**config.mk**
```make
export PLATFORM = sky130hd
export DESIGN_NAME = i2c_bit_engine_flat
export DESIGN_NICKNAME = d
export VERILOG_FILES = /design/src/rtl/eeprom_pkg.sv /design/src/rtl/i2c_bit_if.sv /design/src/rtl/i2c_bit_engine.sv /design/src/flat_wrapper.sv
export SDC_FILE = /design/constraint.sdc
export NUM_CORES = 1
export LEC_CHECK = 0
export ABC_AREA = 1
export ABC_CLOCK_PERIOD_IN_PS = 4000
export BUFFER_PORTS_ARGS = -buffer_cell sky130_fd_sc_hd__buf_4
export CAP_MARGIN = 20
export CORE_MARGIN = 2
export CORE_UTILIZATION = 45
export DETAILED_ROUTE_END_ITERATION = 8
export MAX_ROUTING_LAYER = met4
export PLACE_DENSITY_LB_ADDON = 0.1
export SLEW_MARGIN = 20
export SYNTH_ARGS = -nofsm -noshare
export SYNTH_HDL_FRONTEND = slang
export SYNTH_SLANG_ARGS = --single-unit
```
**constraint.sdc**
```tcl
create_clock -name CLK -period 4 [get_ports CLK]
set_input_delay 0.2 -clock CLK [delete_from_list [all_inputs] [get_ports CLK]]
set_output_delay 0.2 -clock CLK [all_outputs]
set_load 0.05 [all_outputs]
```
**src/rtl/eeprom_pkg.sv**
```systemverilog
package eeprom_pkg;

    // one CLK per SCL quarter, so a bit time is 4 CLK
    localparam logic [1:0] QUARTER_CLKS = 2'd1;

    // bit engine commands
    localparam logic [1:0] BIT_CMD_START = 2'd0;
    localparam logic [1:0] BIT_CMD_STOP  = 2'd1;
    localparam logic [1:0] BIT_CMD_WRITE = 2'd2;
    localparam logic [1:0] BIT_CMD_READ  = 2'd3;

    localparam logic [3:0] DEVICE_CODE = 4'b1010; // 24C16 family

    localparam int ADDR_BITS = 11; // 8 blocks x 256 bytes
    localparam int DATA_BITS = 8;

    // sequencer states
    localparam logic [3:0] ST_IDLE    = 4'd0;
    localparam logic [3:0] ST_START   = 4'd1;
    localparam logic [3:0] ST_CTRL_WR = 4'd2;
    localparam logic [3:0] ST_ADDR    = 4'd3;
    localparam logic [3:0] ST_DATA    = 4'd4;
    localparam logic [3:0] ST_RESTART = 4'd5;
    localparam logic [3:0] ST_CTRL_RD = 4'd6;
    localparam logic [3:0] ST_READ    = 4'd7;
    localparam logic [3:0] ST_STOP    = 4'd8;
    localparam logic [3:0] ST_DONE    = 4'd9;

    typedef struct packed {
        logic [3:0] dev_code;
        logic [2:0] block;    // address bits 10 to 8
        logic       rw;       // 1 for read
    } control_fields_t;

    // control byte, shifted as raw, built and decoded as fields
    typedef union packed {
        logic [7:0]      raw;
        control_fields_t fields;
    } control_byte_u;

endpackage

```
**src/rtl/i2c_bit_if.sv**
```systemverilog
interface i2c_bit_if;

    // command width follows the package codes
    logic [$bits(eeprom_pkg::BIT_CMD_START)-1:0] cmd;
    logic                                        cmd_valid; // one cycle per command
    logic [7:0]                                  tx_byte;
    logic                                        last_read; // answer read with no-ack

    logic [7:0] rx_byte;
    logic       ack_n;     // 1 means slave did not acknowledge
    logic       done;

    modport seq (
        output cmd,
        output cmd_valid,
        output tx_byte,
        output last_read,
        input  rx_byte,
        input  ack_n,
        input  done
    );

    modport engine (
        input  cmd,
        input  cmd_valid,
        input  tx_byte,
        input  last_read,
        output rx_byte,
        output ack_n,
        output done
    );

endinterface
```
**src/rtl/i2c_bit_engine.sv**
```systemverilog
module i2c_bit_engine (
    input  logic      CLK,
    input  logic      RESET,
    i2c_bit_if.engine bus,
    output logic      scl,
    output logic      sda_drive_low,
    input  logic      sda_in
);

    logic       busy;
    logic [1:0] clk_cnt;     // CLKs within a quarter
    logic [1:0] quarter;
    logic [3:0] bit_cnt;     // 0 to 8
    logic [7:0] shreg;
    logic [1:0] cmd_r;
    logic       last_read_r;
    logic       ack_n_r;
    logic       tick;
    logic       is_byte;
    logic       last_bit;
    logic       accept;

    assign accept  = !busy && bus.cmd_valid;
    assign tick    = clk_cnt == eeprom_pkg::QUARTER_CLKS - 2'd1;
    assign is_byte = cmd_r == eeprom_pkg::BIT_CMD_WRITE || cmd_r == eeprom_pkg::BIT_CMD_READ;

    // start and stop are a single bit time
    assign last_bit = !is_byte || bit_cnt == 4'd8;

    // done falls in quarter 3 of the last bit, with the ack already sampled
    assign bus.done    = busy && tick && quarter == 2'd3 && last_bit;
    assign bus.rx_byte = shreg;
    assign bus.ack_n   = ack_n_r;

    always_ff @(posedge CLK)
    begin
        if (RESET)
        begin
            busy          <= 1'b0;
            clk_cnt       <= 2'd0;
            quarter       <= 2'd0;
            bit_cnt       <= 4'd0;
            scl           <= 1'b1;
            sda_drive_low <= 1'b0;
        end
        else if (!busy)
        begin
            if (bus.cmd_valid)
            begin
                busy    <= 1'b1;
                clk_cnt <= 2'd0;
                quarter <= 2'd0;
                bit_cnt <= 4'd0;
            end
        end
        else
        begin
            if (tick)
                clk_cnt <= 2'd0;
            else
                clk_cnt <= clk_cnt + 2'd1;

            if (tick)
            begin
                quarter <= quarter + 2'd1;
                case (quarter)
                    2'd0:
                    begin
                        // entering quarter 1, SDA may change while SCL is low
                        case (cmd_r)
                            eeprom_pkg::BIT_CMD_START:
                                sda_drive_low <= 1'b0; // release first for repeated start
                            eeprom_pkg::BIT_CMD_STOP:
                                sda_drive_low <= 1'b1;
                            eeprom_pkg::BIT_CMD_WRITE:
                                sda_drive_low <= bit_cnt != 4'd8 && !shreg[7];
                            default:
                                sda_drive_low <= bit_cnt == 4'd8 && !last_read_r;
                        endcase
                    end
                    2'd1:
                        scl <= 1'b1;
                    2'd2:
                    begin
                        if (cmd_r == eeprom_pkg::BIT_CMD_START)
                            sda_drive_low <= 1'b1; // falls with SCL high
                        else if (cmd_r == eeprom_pkg::BIT_CMD_STOP)
                            sda_drive_low <= 1'b0; // rises with SCL high
                    end
                    default:
                    begin
                        if (last_bit)
                        begin
                            busy <= 1'b0;
                            if (cmd_r != eeprom_pkg::BIT_CMD_STOP)
                                scl <= 1'b0; // bus stays claimed between commands
                        end
                        else
                        begin
                            bit_cnt <= bit_cnt + 4'd1;
                            scl     <= 1'b0;
                        end
                    end
                endcase
            end
        end
    end

    // command latch and sampling at the start of quarter 3
    always_ff @(posedge CLK)
    begin
        if (accept)
        begin
            cmd_r       <= bus.cmd;
            last_read_r <= bus.last_read;
            shreg       <= bus.tx_byte;
        end
        else if (busy && tick && quarter == 2'd2 && is_byte)
        begin
            if (bit_cnt == 4'd8)
                ack_n_r <= sda_in;
            else
                shreg <= {shreg[6:0], sda_in}; // writes shift out msb while reading back
        end
    end

endmodule

```
**src/flat_wrapper.sv**
```systemverilog
// flat-port wrapper written by rule: the top's interface ports become plain ports
module i2c_bit_engine_flat 
  (CLK, RESET, scl, sda_drive_low, sda_in, bus_cmd, bus_cmd_valid, bus_tx_byte, bus_last_read, bus_rx_byte, bus_ack_n, bus_done);
  i2c_bit_if bus_i ();
  input  logic CLK;
  input  logic RESET;
  output logic scl;
  output logic sda_drive_low;
  input  logic sda_in;
  input wire logic [$bits(bus_i.cmd)-1:0] bus_cmd;
  input wire logic [$bits(bus_i.cmd_valid)-1:0] bus_cmd_valid;
  input wire logic [$bits(bus_i.tx_byte)-1:0] bus_tx_byte;
  input wire logic [$bits(bus_i.last_read)-1:0] bus_last_read;
  output wire logic [$bits(bus_i.rx_byte)-1:0] bus_rx_byte;
  output wire logic [$bits(bus_i.ack_n)-1:0] bus_ack_n;
  output wire logic [$bits(bus_i.done)-1:0] bus_done;
  assign bus_i.cmd = bus_cmd;
  assign bus_i.cmd_valid = bus_cmd_valid;
  assign bus_i.tx_byte = bus_tx_byte;
  assign bus_i.last_read = bus_last_read;
  assign bus_rx_byte = bus_i.rx_byte;
  assign bus_ack_n = bus_i.ack_n;
  assign bus_done = bus_i.done;
  i2c_bit_engine u_core (.CLK(CLK), .RESET(RESET), .bus(bus_i), .scl(scl), .sda_drive_low(sda_drive_low), .sda_in(sda_in));
endmodule
```
Yosys cells after proc, flatten, opt, wreduce, memory -nomap -nowiden

Cells that the tools add are included.

Input bits: 15
Output and inout port bits: 12
Bits in registers: 23
Logic and storage cells: 83

Add/subtract/negate cells: 3
Reductions and logical operators: 28
Bitwise gates (word level): 2
Equality and inequality tests: 15
Mux-type cells: 25

Operators by type and width:

| kind                                                                     | count |
|---|---|
| 8-bit 2-to-1 mux                                                         | 3 |
| 4-bit 2-to-1 mux                                                         | 5 |
| 4-bit AND reduction                                                      | 3 |
| 2-bit 2-to-1 mux                                                         | 5 |
| 1-bit 2-to-1 mux                                                         | 9 |
| 2-bit == test (second input constant)                                    | 4 |
| 1-bit logical AND                                                        | 8 |
| 2-bit zero test                                                          | 3 |
| 2-bit inequality test (second input constant)                            | 3 |
| 2-bit nonzero test                                                       | 3 |
| 2-bit by 1-bit adder with 2-bit output (second input constant)           | 2 |
| 4-bit by 1-bit adder with 4-bit output (second input constant)           | 1 |
| 2-bit by 1-bit == test with 1-bit output (second input constant)         | 2 |
| 4-bit == test (second input constant)                                    | 1 |
| 1-bit zero test                                                          | 4 |
| 2-bit by 1-bit inequality test with 1-bit output (second input constant) | 2 |
| 4-bit inequality test (second input constant)                            | 1 |
| 1-bit one-hot mux with 2 select lines                                    | 2 |
| 2-bit AND reduction                                                      | 2 |
| 3-bit by 1-bit inequality test with 1-bit output (second input constant) | 1 |
| 3-bit inequality test (second input constant)                            | 1 |
| 1-bit one-hot mux with 3 select lines                                    | 1 |
| 3-bit AND reduction                                                      | 1 |
| 3-bit OR reduction                                                       | 1 |
| other kinds (3)                                                          | 5 |

Logic depth before layout (Yosys ltp)

Gate-level depths: netlist of the first run.

Depth in word-level cells: 8
Depth in mapped cells: 8
Mapped depth without buffers: 8

Worst setup path before layout of the first run

No wires, ideal clock.

Path type: register to register
Start point: register u_core.clk_cnt[0]
End point: register u_core.shreg[0] (netlist: u_core.bus.rx_byte[0]) (enable)
Data required time: 3,616 ps
Data arrival time: 1,433 ps
Setup slack: 2,183 ps
Library setup time: 384 ps
Buffers on the path: 0
Period minus slack after synthesis: 1,817 ps
Stages on the path, launching flop included: 7
Cell sequence: dfxtp_1 -> inv_1 -> ha_1 -> nand2_4 -> inv_1 -> nand2_1 -> o21ai_0

Cells in the longest elaborated chain, start to end: 6

RTL lines:

| item                           | line                  | RTL |
|---|---|---|
| start, declared                | i2c_bit_engine.sv:11  | `logic [1:0] clk_cnt;` |
| start signal, assigned         | i2c_bit_engine.sv:61  | `clk_cnt <= clk_cnt + 2'd1;` |
| 2-bit zero test                | i2c_bit_engine.sv:24  | `assign tick = clk_cnt == eeprom_pkg::QUARTER_CLKS - 2'd1;` |
| 1-bit logical AND (3 in a row) | i2c_bit_engine.sv:118 | `else if (busy && tick && quarter == 2'd2 && is_byte)` |
| 2-bit nonzero test (no line)   | -                     |  |
| 2-bit AND reduction (no line)  | -                     |  |
| end signal, assigned           | i2c_bit_engine.sv:116 | `shreg <= bus.tx_byte;` |
| end signal, assigned           | i2c_bit_engine.sv:123 | `shreg <= {shreg[6:0], sda_in};` |
| end, declared                  | i2c_bit_engine.sv:14  | `logic [7:0] shreg;` |

Every way passes these cells.
A chain may end at the register's enable or synchronous reset.

Worst setup path in the final report of the first run

Start point: register u_core.quarter[0]
End point: register u_core.shreg[2] (netlist: u_core.bus.rx_byte[2]) (enable)

Cells in the longest elaborated chain, start to end: 5

RTL lines:

| item                           | line                  | RTL |
|---|---|---|
| start, declared                | i2c_bit_engine.sv:12  | `logic [1:0] quarter;` |
| start signal, assigned         | i2c_bit_engine.sv:65  | `quarter <= quarter + 2'd1;` |
| 2-bit == test                  | i2c_bit_engine.sv:118 |  |
| 1-bit logical AND (2 in a row) | i2c_bit_engine.sv:118 |  |
| 2-bit nonzero test (no line)   | -                     |  |
| 2-bit AND reduction (no line)  | -                     |  |

Every way passes these cells.

==> results of run 1 <==
-- metal layers --
metal,up-vias,GRT usage,wire length (um)
met5,-,-,0
met4,0,0.0662,40
met3,6,0.0256,137
met2,39,0.272,1080
met1,446,0.221,1010
li1,504,-,-
-- critical path, stage by stage (launching register included) --
cell and delay [ps]:
dfxtp_1 370, inv_1 130, ha_1 230, nand2_1 70
inv_1 70, nand2_1 70, o21ai_1 580
-- layout by cell type, fill, tap and decap left out --
cell type,count
nand2_1,44
buf_4,26
inv_1,16
edfxtp_1,12
dfxtp_1,11
nand3_1,10
nor2_1,9
a21oi_1,9
ha_1,9
a211oi_1,3
clkbuf_4,3
nand2_4,2
nand4_1,2
clkinv_1,1
o21ai_1,1
nand3_2,1
nor3_1,1
o21ai_0,1
nor2_8,1
nand3_4,1
nand2_2,1
xnor2_1,1
clkbuf_1,1
-- cell families after synthesis --
kind of cell / Yosys count
AO/OA/AOI/OAI: 14
buffers and inverters: 19
flip-flops: 23
AND/OR/NAND/NOR: 72
XOR/XNOR: 1
adder cells (fa/ha/maj): 9
-- metrics by stage --
| stage | utilization | cells | worst slack (ps) | total power [mW] | cell area [um^2] |
|---|---|---|---|---|---|
| detailed placement | 0.568 | 192 | 1830 | 0.367 | 1420 |
| CTS | 0.578 | 196 | 1750 | 0.472 | 1450 |
| global route | 0.578 | 196 | 1980 | 0.493 | 1450 |
| finish | 0.578 | 196 | 2140 | 0.468 | 1450 |
| global placement | 0.568 | 192 | 1910 | 0.365 | 1420 |
| floorplan | - | 138 | 2180 | 0.336 | 1200 |
-- power groups by stage --
stage / combinational, mW / sequential [mW] / clock [mW]
floorplan: 0.0339 / 0.302 / 0
global route: 0.0985 / 0.274 / 0.121
finish: 0.0896 / 0.272 / 0.107
detailed placement: 0.0900 / 0.277 / 0
CTS: 0.0902 / 0.272 / 0.110
global placement: 0.0886 / 0.277 / 0
-- state kept, by name, summed over array words and instances (netlist names) --
signal                count
u_core.last_read_r        1
u_core.bus.ack_n          1
u_core.cmd_r              2
u_core.bus.rx_byte        8
u_core.scl                1
u_core.clk_cnt            2
u_core.sda_drive_low      1
u_core.busy               1
u_core.bit_cnt            4
u_core.quarter            2
-- worst max path at each step --
stage / depth (start not counted) / startpoint / to
2_1_floorplan: 6 / u_core.clk_cnt[0]$_SDFFE_PP0P_ / u_core.bus.rx_byte[0]$_DFFE_PP_
3_3_place_gp: 6 / u_core.clk_cnt[0]$_SDFFE_PP0P_ / u_core.bus.rx_byte[6]$_DFFE_PP_
3_5_place_dp: 6 / u_core.clk_cnt[0]$_SDFFE_PP0P_ / u_core.bus.rx_byte[6]$_DFFE_PP_
4_1_cts: 6 / u_core.clk_cnt[0]$_SDFFE_PP0P_ / u_core.bus.rx_byte[2]$_DFFE_PP_
5_1_grt: 6 / u_core.quarter[0]$_SDFFE_PP0P_ / u_core.bus.rx_byte[7]$_DFFE_PP_
6_report: 6 / u_core.quarter[0]$_SDFFE_PP0P_ / u_core.bus.rx_byte[2]$_DFFE_PP_
-- final cells by class --
| cell class | instances | area share |
|---|---|---|
| Multi-Input combinational cell | 96 | 0.375 |
| Inverter | 17 | 0.0442 |
| Timing Repair Buffer | 26 | 0.135 |
| Sequential cell | 23 | 0.402 |
| Clock buffer | 4 | 0.0182 |
| Tap cell | 30 | 0.0260 |
==> results.cfg, run 1 <==
[pwr]
comb_power_share = 0.191
p_clk_frac = 0.228
p_int_mw = 0.332
seqPwrFrac = 0.580
pwr_density_cell_mw_per_mm2 = 324
switching_share = 0.292
vdd_drop_max_mv = 0.175
p_switching_mw = 0.137
leakage_nw = 0.654

[routing]
drc_errors = 0
vias = 995
ant_nets = 0
first_iter_violations = 42
via_per_inst = 5.08
wl_per_cell_um = 11.6
wirelength_um = 2270
first_pass_iters = 7

[sta]
drv_slew = 0
finalSetupViolations = 0
fin_setup_tns_ps = 0
hold_violations = 0
rsz0062_at_grt = false
tightestPinTransition_ps = 731
fmax_mhz = 537
finalCritPeriodShare = 0.466
holdWs_ps = 58.7
min_period_ps = 1860
relSlewSlack = 0.510
finClkSkew_ps = 6.99

[cells_and_area]
regArea_um2 = 581
antennaDiodeCount = 0
fill_cells = 217
syn_to_final_growth_pct = 20.3
multi_input_area_um2 = 542
nets = 191
drive_gt1_frac = 0.211

[logic_synthesis]
yosys.area_share.simple = 0.285
ys_top_cells_by_count = nand2_1, inv_1, edfxtp_1
synth.area.top_cells = edfxtp_1, dfxtp_1, nand2_1
synthesis.area_mm2 = 0.00120
yosysSeqAreaShare = 0.483
synth_compound_gate_area_share = 0.0646
async_reset_ff_frac = 0
yosysMostFrequentCell = nand2_1
synthCells = 138
yosysTopAreaCell = edfxtp_1
synth_nets = 162
synth_top_area_share = 0.300
yosysWarnings = 0
ys_ff_latch = 23
ys_types = 21
synthXorXnorAreaFrac = 0.00729
synth_top_family_by_area = simple AND/OR/NAND/NOR gates
avgSynthCellArea_um2 = 8.70
synth_edf_count = 12
synth.area.mux_share = 0
ys.flop_type = edfxtp_1
synth-adder-area-share = 0.0938

[clock_network]
ctsResizeCount = 0
cts_buffer_depth = 2
h-tree-depth = 1
cts-buffers-inserted = 3
postCtsSetupBuffers = 0
clkLatencyLatePin_ps = 310
tritoncts = built
path_clk_slew_ps = 130
holdBufCountCts = 0
numClockSinks = 23
root_buffer = clkbuf_4

[place]
gp_congestion = 0.771
dp_hpwl_um = 1710
port_buffers = 26

[worst_setup_path]
r2r_end = u_core.bus.rx_byte[2]$_DFFE_PP_
reg2reg_depth = 6
required_ps = 3950
rrSetupSlack_ps = 2140
crit_arrival_ps = 1810
endpoint_kind = register
worstPathMaxFanout = 8
critPathLaunchType = register
r2r_start = u_core.quarter[0]$_SDFFE_PP0P_
crit_type = register to register

[global_route]
grt_pass1_wl_um = 4110
grt_overflow = 0
grt_antenna_before_repair = 0
grt_usage = 0.171
grt_max_degree = 17
grt_pass1_vias = 904

[floorplanning]
io_pins = 27
die-area_mm2 = 0.00310
die_w_um = 55.7
core_mm2 = 0.00250
num_rows = 18
start_util = 0.480
die_h_um = 55.7

[min_path]
hold_path.startpoint = bus_last_read
hold_path_end = u_core.last_read_r$_DFFE_PP_
hold_depth = 1
hold_path.class = input pin to register

[run]
cap_viol_max_count = 0

[run_status]
status = finished clean
No activity file was read; power rests on OpenSTA's default activity.
==> inputs of run 2 (changes only) <==
- ABC_CLOCK_PERIOD_IN_PS: 4000 -> 1800
- clock period: 4 -> 1.8 ns (I/O delays scaled with it)
==> run 2 against run 1 <==
Net effect:
- utilization increased by 2.8 points
- power grew 130%
- combinational power grew 140%
- final area grew 4.8%
- sequential power grew 120%
- count of clock-buffer cells in the layout unchanged
- first-iteration DRC count is 57% lower
- clock power rose by 130%
- final cell count increased by 3.1%
- register-to-register slack got worse by 1800 ps
- largest power group unchanged
==> results.cfg, run 2 (synthesis gave the netlist of run 1 again) <==
[sta]
finalSetupViolations = 0
relSlewSlack = 0.775
fin_setup_tns_ps = 0
drv_slew = 0
hold_violations = 0
rsz0062_at_grt = false
min_period_ps = 1660
finClkSkew_ps = 1.31
tightestPinTransition_ps = 335
fmax_mhz = 602
finalCritPeriodShare = 0.923

[routing]
ant_nets = 0
first_iter_violations = 18
wirelength_um = 2440
wl_per_cell_um = 12.1
first_pass_iters = 5
via_per_inst = 5.13
drc_errors = 0
vias = 1036

[floorplanning]
start_util = 0.480
die_h_um = 55.7
die-area_mm2 = 0.00310
num_rows = 18
io_pins = 27
die_w_um = 55.7
core_mm2 = 0.00250

[place]
port_buffers = 26
dpl_cell_area_mm2 = 0.00143
dp_hpwl_um = 1840
gp_congestion = 0.856

[worst_setup_path]
endpoint_kind = output port
crit_arrival_ps = 1570
worst_path_most_repeated_cell = nand2_1
worstPathMaxFanout = 5
crit_chain = inv_1, ha_2, nand3_4, nand2_1, nand2_1, nor2_1, buf_6
max_stage_delay_ps = 380
critPathLaunchType = register
crit_slowest_cell = dfxtp_1
required_ps = 1710
rrSetupSlack_ps = 290
crit_type = register to output port
critPathTopFamily = simple AND/OR/NAND/NOR gates
critPathBufInv = 2

[global_route]
grt_pass1_wl_um = 4240
grt_overflow = 0
grt_usage = 0.175
grt_antenna_before_repair = 0
grt_max_degree = 16
grt_pass1_vias = 997

[pwr]
comb_power_share = 0.199
seqPwrFrac = 0.571
switching_share = 0.294
vdd_drop_max_mv = 0.496
p_int_mw = 0.746
p_clk_frac = 0.230
p_switching_mw = 0.311
pwr_density_cell_mw_per_mm2 = 698
leakage_nw = 0.681

[clock_network]
h-tree-depth = 1
cts_buffer_depth = 2
path_clk_slew_ps = 130
cts-buffers-inserted = 3
root_buffer = clkbuf_4
postCtsSetupBuffers = 0
numClockSinks = 23
tritoncts = built
clkLatencyLatePin_ps = 310

[cells_and_area]
drive_gt1_frac = 0.221
antennaDiodeCount = 0
most-common-layout-cells = nand2_1, buf_4, inv_1
syn_to_final_growth_pct = 26.0
final_area_mm2 = 0.00151
nets = 197
largest_reg_flops = 8
final_common_cell = nand2_1

[run_status]
status = finished clean

[min_path]
hold_path.class = input pin to register

[run]
cap_viol_max_count = 0
[run 2: worst paths after layout]
| path | start | to | cells past startpoint |
|---|---|---|---|
| worst min-delay path | RESET | u_core.clk_cnt[0]$_SDFFE_PP0P_ | 2 |
| worst max register to register | u_core.quarter[0]$_SDFFE_PP0P_ | u_core.bus.rx_byte[7]$_DFFE_PP_ | 7 |
| worst min register to register | u_core.clk_cnt[0]$_SDFFE_PP0P_ | u_core.clk_cnt[0]$_SDFFE_PP0P_ | 2 |
| worst max-delay path | u_core.bit_cnt[0]$_SDFFE_PP0P_ | bus_done | 7 |
[run 2: worst reg2reg max path, stage by stage (launching register included)]
cell and delay, ps:
dfxtp_1 370, inv_1 120, ha_1 230, nand2_1 70
inv_1 80, nand2_1 70, o21ai_1 120, buf_4 180
[run 2: what timing repair did]
| item | 4_1_cts | 5_1_grt |
|---|---|---|
| hold buffers | 4 | 0 |
| endpoints found under the hold margin | 4 | 0 |
| endpoints found under the setup margin | 0 | 1 |
| resized for setup | 0 | 3 |
[run 2: power groups by stage]
stage	combinational, mW	clock [mW]	sequential [mW]
after floorplan	0.0755	0	0.671
after global placement	0.202	0	0.615
after detailed placement	0.206	0	0.615
after CTS	0.213	0.247	0.604
after global routing	0.229	0.263	0.609
final	0.211	0.243	0.604
[run 2: metrics by stage]
| stage | total power [mW] | setup slack (ps) | util | hold WS (ps) | instances |
|---|---|---|---|---|---|
| 6_report | 1.06 | 138 | 0.606 | 5.85 | 202 |
| 2_1_floorplan | 0.747 | 200 | - | 189 | 138 |
| 3_3_place_gp | 0.817 | 358 | 0.574 | 269 | 194 |
| 4_1_cts | 1.06 | 91.2 | 0.600 | 9.42 | 202 |
| 5_1_grt | 1.10 | 12.6 | 0.606 | 7.66 | 202 |
| 3_5_place_dp | 0.820 | 319 | 0.574 | 270 | 194 |
[run 2: layer usage]
layer  part of all wire  vias to the layer above  GRT usage  wire, um
met5                  0                        -          -         0
met4              0.012                        0     0.0592        29
met3              0.039                        4     0.0209        95
met2               0.54                       26      0.308      1320
met1               0.41                      488      0.206       992
li1                   -                      518          -         -
[run 2: area by class of cell]
class,count,area [um^2]
clock buffer,4,26.3
multi-input combinational,96,552
sequential,23,581
inverter,17,63.8
fill,229,986
timing repair buffer,32,254
tap,30,37.5
==> inputs of run 3 (changes only) <==
==> constraint.sdc (replaced) <==
create_clock -name CLK -period 1.8 [get_ports CLK]
set_input_delay 0.18 -clock CLK [delete_from_list [all_inputs] [get_ports CLK]]
set_output_delay 0.18 -clock CLK [all_outputs]
set_load 0.05 [all_outputs]
==> run 3 against run 2 <==
Net effect:
- count of clock-buffer cells in the layout unchanged
- clock skew up 2.6 ps
- flip-flop and latch count unchanged
- clock power about the same
- fmax down 2.1%
- largest power group unchanged
- register-to-register slack about the same
- highest routed layer unchanged
==> results.cfg, run 3 (synthesis gave the netlist of run 1 again) <==
[run_status]
status = finished clean

[worst_setup_path]
max_stage_delay_ps = 380
crit_chain = inv_1, ha_4, nand3_4, nand2_1, nand2_1, nor2_1, buf_6
crit_type = register to output port
worst_path_most_repeated_cell = nand2_1
critPathBufInv = 2
worstPathMaxFanout = 5
crit_slowest_cell = dfxtp_1
critPathLaunchType = register
endpoint_kind = output port
crit_arrival_ps = 1520
required_ps = 1620
critPathTopFamily = simple AND/OR/NAND/NOR gates

[routing]
first_iter_violations = 27
first_pass_iters = 5
wl_per_cell_um = 12.1
drc_errors = 0
ant_nets = 0
vias = 1018
via_per_inst = 5.14
wirelength_um = 2390

[cells_and_area]
most-common-layout-cells = nand2_1, buf_4, inv_1
final_common_cell = nand2_1
largest_reg_flops = 8
antennaDiodeCount = 0
fin_cells = 198
nets = 193
syn_to_final_growth_pct = 23.6
drive_gt1_frac = 0.238
finalCoreUtilization = 0.594

[clock_network]
clkLatencyLatePin_ps = 310
cts-buffers-inserted = 3
holdBufCountCts = 0
tritoncts = built
h-tree-depth = 1
root_buffer = clkbuf_4
numClockSinks = 23
cts_buffer_depth = 2
path_clk_slew_ps = 120

[min_path]
hold_path.class = input pin to register

[pwr]
leakage_nw = 0.667
comb_power_share = 0.194
p_int_mw = 0.741
switching_share = 0.293
p_switching_mw = 0.307
pwr_density_cell_mw_per_mm2 = 706
vdd_drop_max_mv = 0.482
p_clk_frac = 0.229
seqPwrFrac = 0.576

[global_route]
grt_antenna_before_repair = 0
grt_max_degree = 16
grt_pass1_wl_um = 4150
grt_usage = 0.171
grt_overflow = 0
grt_pass1_vias = 972

[sta]
holdWs_ps = 42.3
finalCritPeriodShare = 0.943
rsz0062_at_grt = false
tightestPinTransition_ps = 324
fin_setup_tns_ps = 0
finalSetupViolations = 0
relSlewSlack = 0.782
finClkSkew_ps = 3.88
drv_slew = 0
hold_violations = 0
min_period_ps = 1700
fmax_mhz = 589

[place]
port_buffers = 26
gp_congestion = 0.856
dp_hpwl_um = 1840
dp.cells = 194

[floorplanning]
io_pins = 27
die_w_um = 55.7
die-area_mm2 = 0.00310
start_util = 0.480
die_h_um = 55.7
num_rows = 18
core_mm2 = 0.00250

[run]
cap_viol_max_count = 0
==> run 3: changes by cell type in the layout (fill, tap and decap cells not counted), sizes merged <==
| cell | before | now |
|---|---|---|
| dlygate4sd3 | 4 | 0 |
==> run 3: layout make-up <==
class | instances | area (um^2)
Multi-Input combinational cell | 96 | 562
Timing Repair Buffer | 28 | 214
Inverter | 17 | 63.8
Sequential cell | 23 | 582
Fill cell | 230 | 1010
Tap cell | 30 | 37.5
Clock buffer | 4 | 26.3
==> run 3: path summary, 6_finish.rpt <==
path | start | end | slack [ps] | cells past startpoint
setup / recovery | u_core.bit_cnt[1]$_SDFFE_PP0P_ | bus_done | 100 | 7
hold / removal | bus_cmd[0] | u_core.cmd_r[0]$_DFFE_PP_ | 40 | 1
setup reg to reg | u_core.quarter[0]$_SDFFE_PP0P_ | u_core.bus.rx_byte[7]$_DFFE_PP_ | 280 | 7
hold reg to reg | u_core.clk_cnt[0]$_SDFFE_PP0P_ | u_core.clk_cnt[0]$_SDFFE_PP0P_ | 470 | 2
==> run 3: worst reg2reg max path: cells and delay by family (launching register included) <==
kind	cells	cell delay (ps)
adder cells (fa/ha/maj)	1	230
AND/OR/NAND/NOR	2	140
AO/OA/AOI/OAI	1	120
buffers and inverters	3	380
flip-flops	1	370
==> run 3: power by group through the flow <==
stage / logic (mW) / registers (mW) / clock network (mW)
global placement: 0.202 / 0.615 / 0
finish: 0.204 / 0.604 / 0.240
global route: 0.221 / 0.608 / 0.263
CTS: 0.206 / 0.604 / 0.247
floorplan: 0.0755 / 0.671 / 0
detailed placement: 0.206 / 0.615 / 0
==> run 3: repair_timing <==
action / in CTS / in global routing
resized for setup: 0 / 6
setup endpoints to repair: 0 / 1
buffers inserted: 0 / 0
==> run 3: metrics by stage <==
step	setup WS (ps)	power [mW]	cell area [um^2]
floorplan	130	0.747	1200
global placement	358	0.817	1430
detailed placement	319	0.820	1430
CTS	1.16	1.06	1460
global route	2.81	1.09	1490
finish	102	1.05	1490
==> run 3: metal layers <==
metal  GRT usage  wire length [um]  vias up
met5           -                 0        -
met4      0.0592                29        0
met3      0.0209                96        4
met2       0.299              1280       28
met1       0.203               987      476
li1            -                 -      510
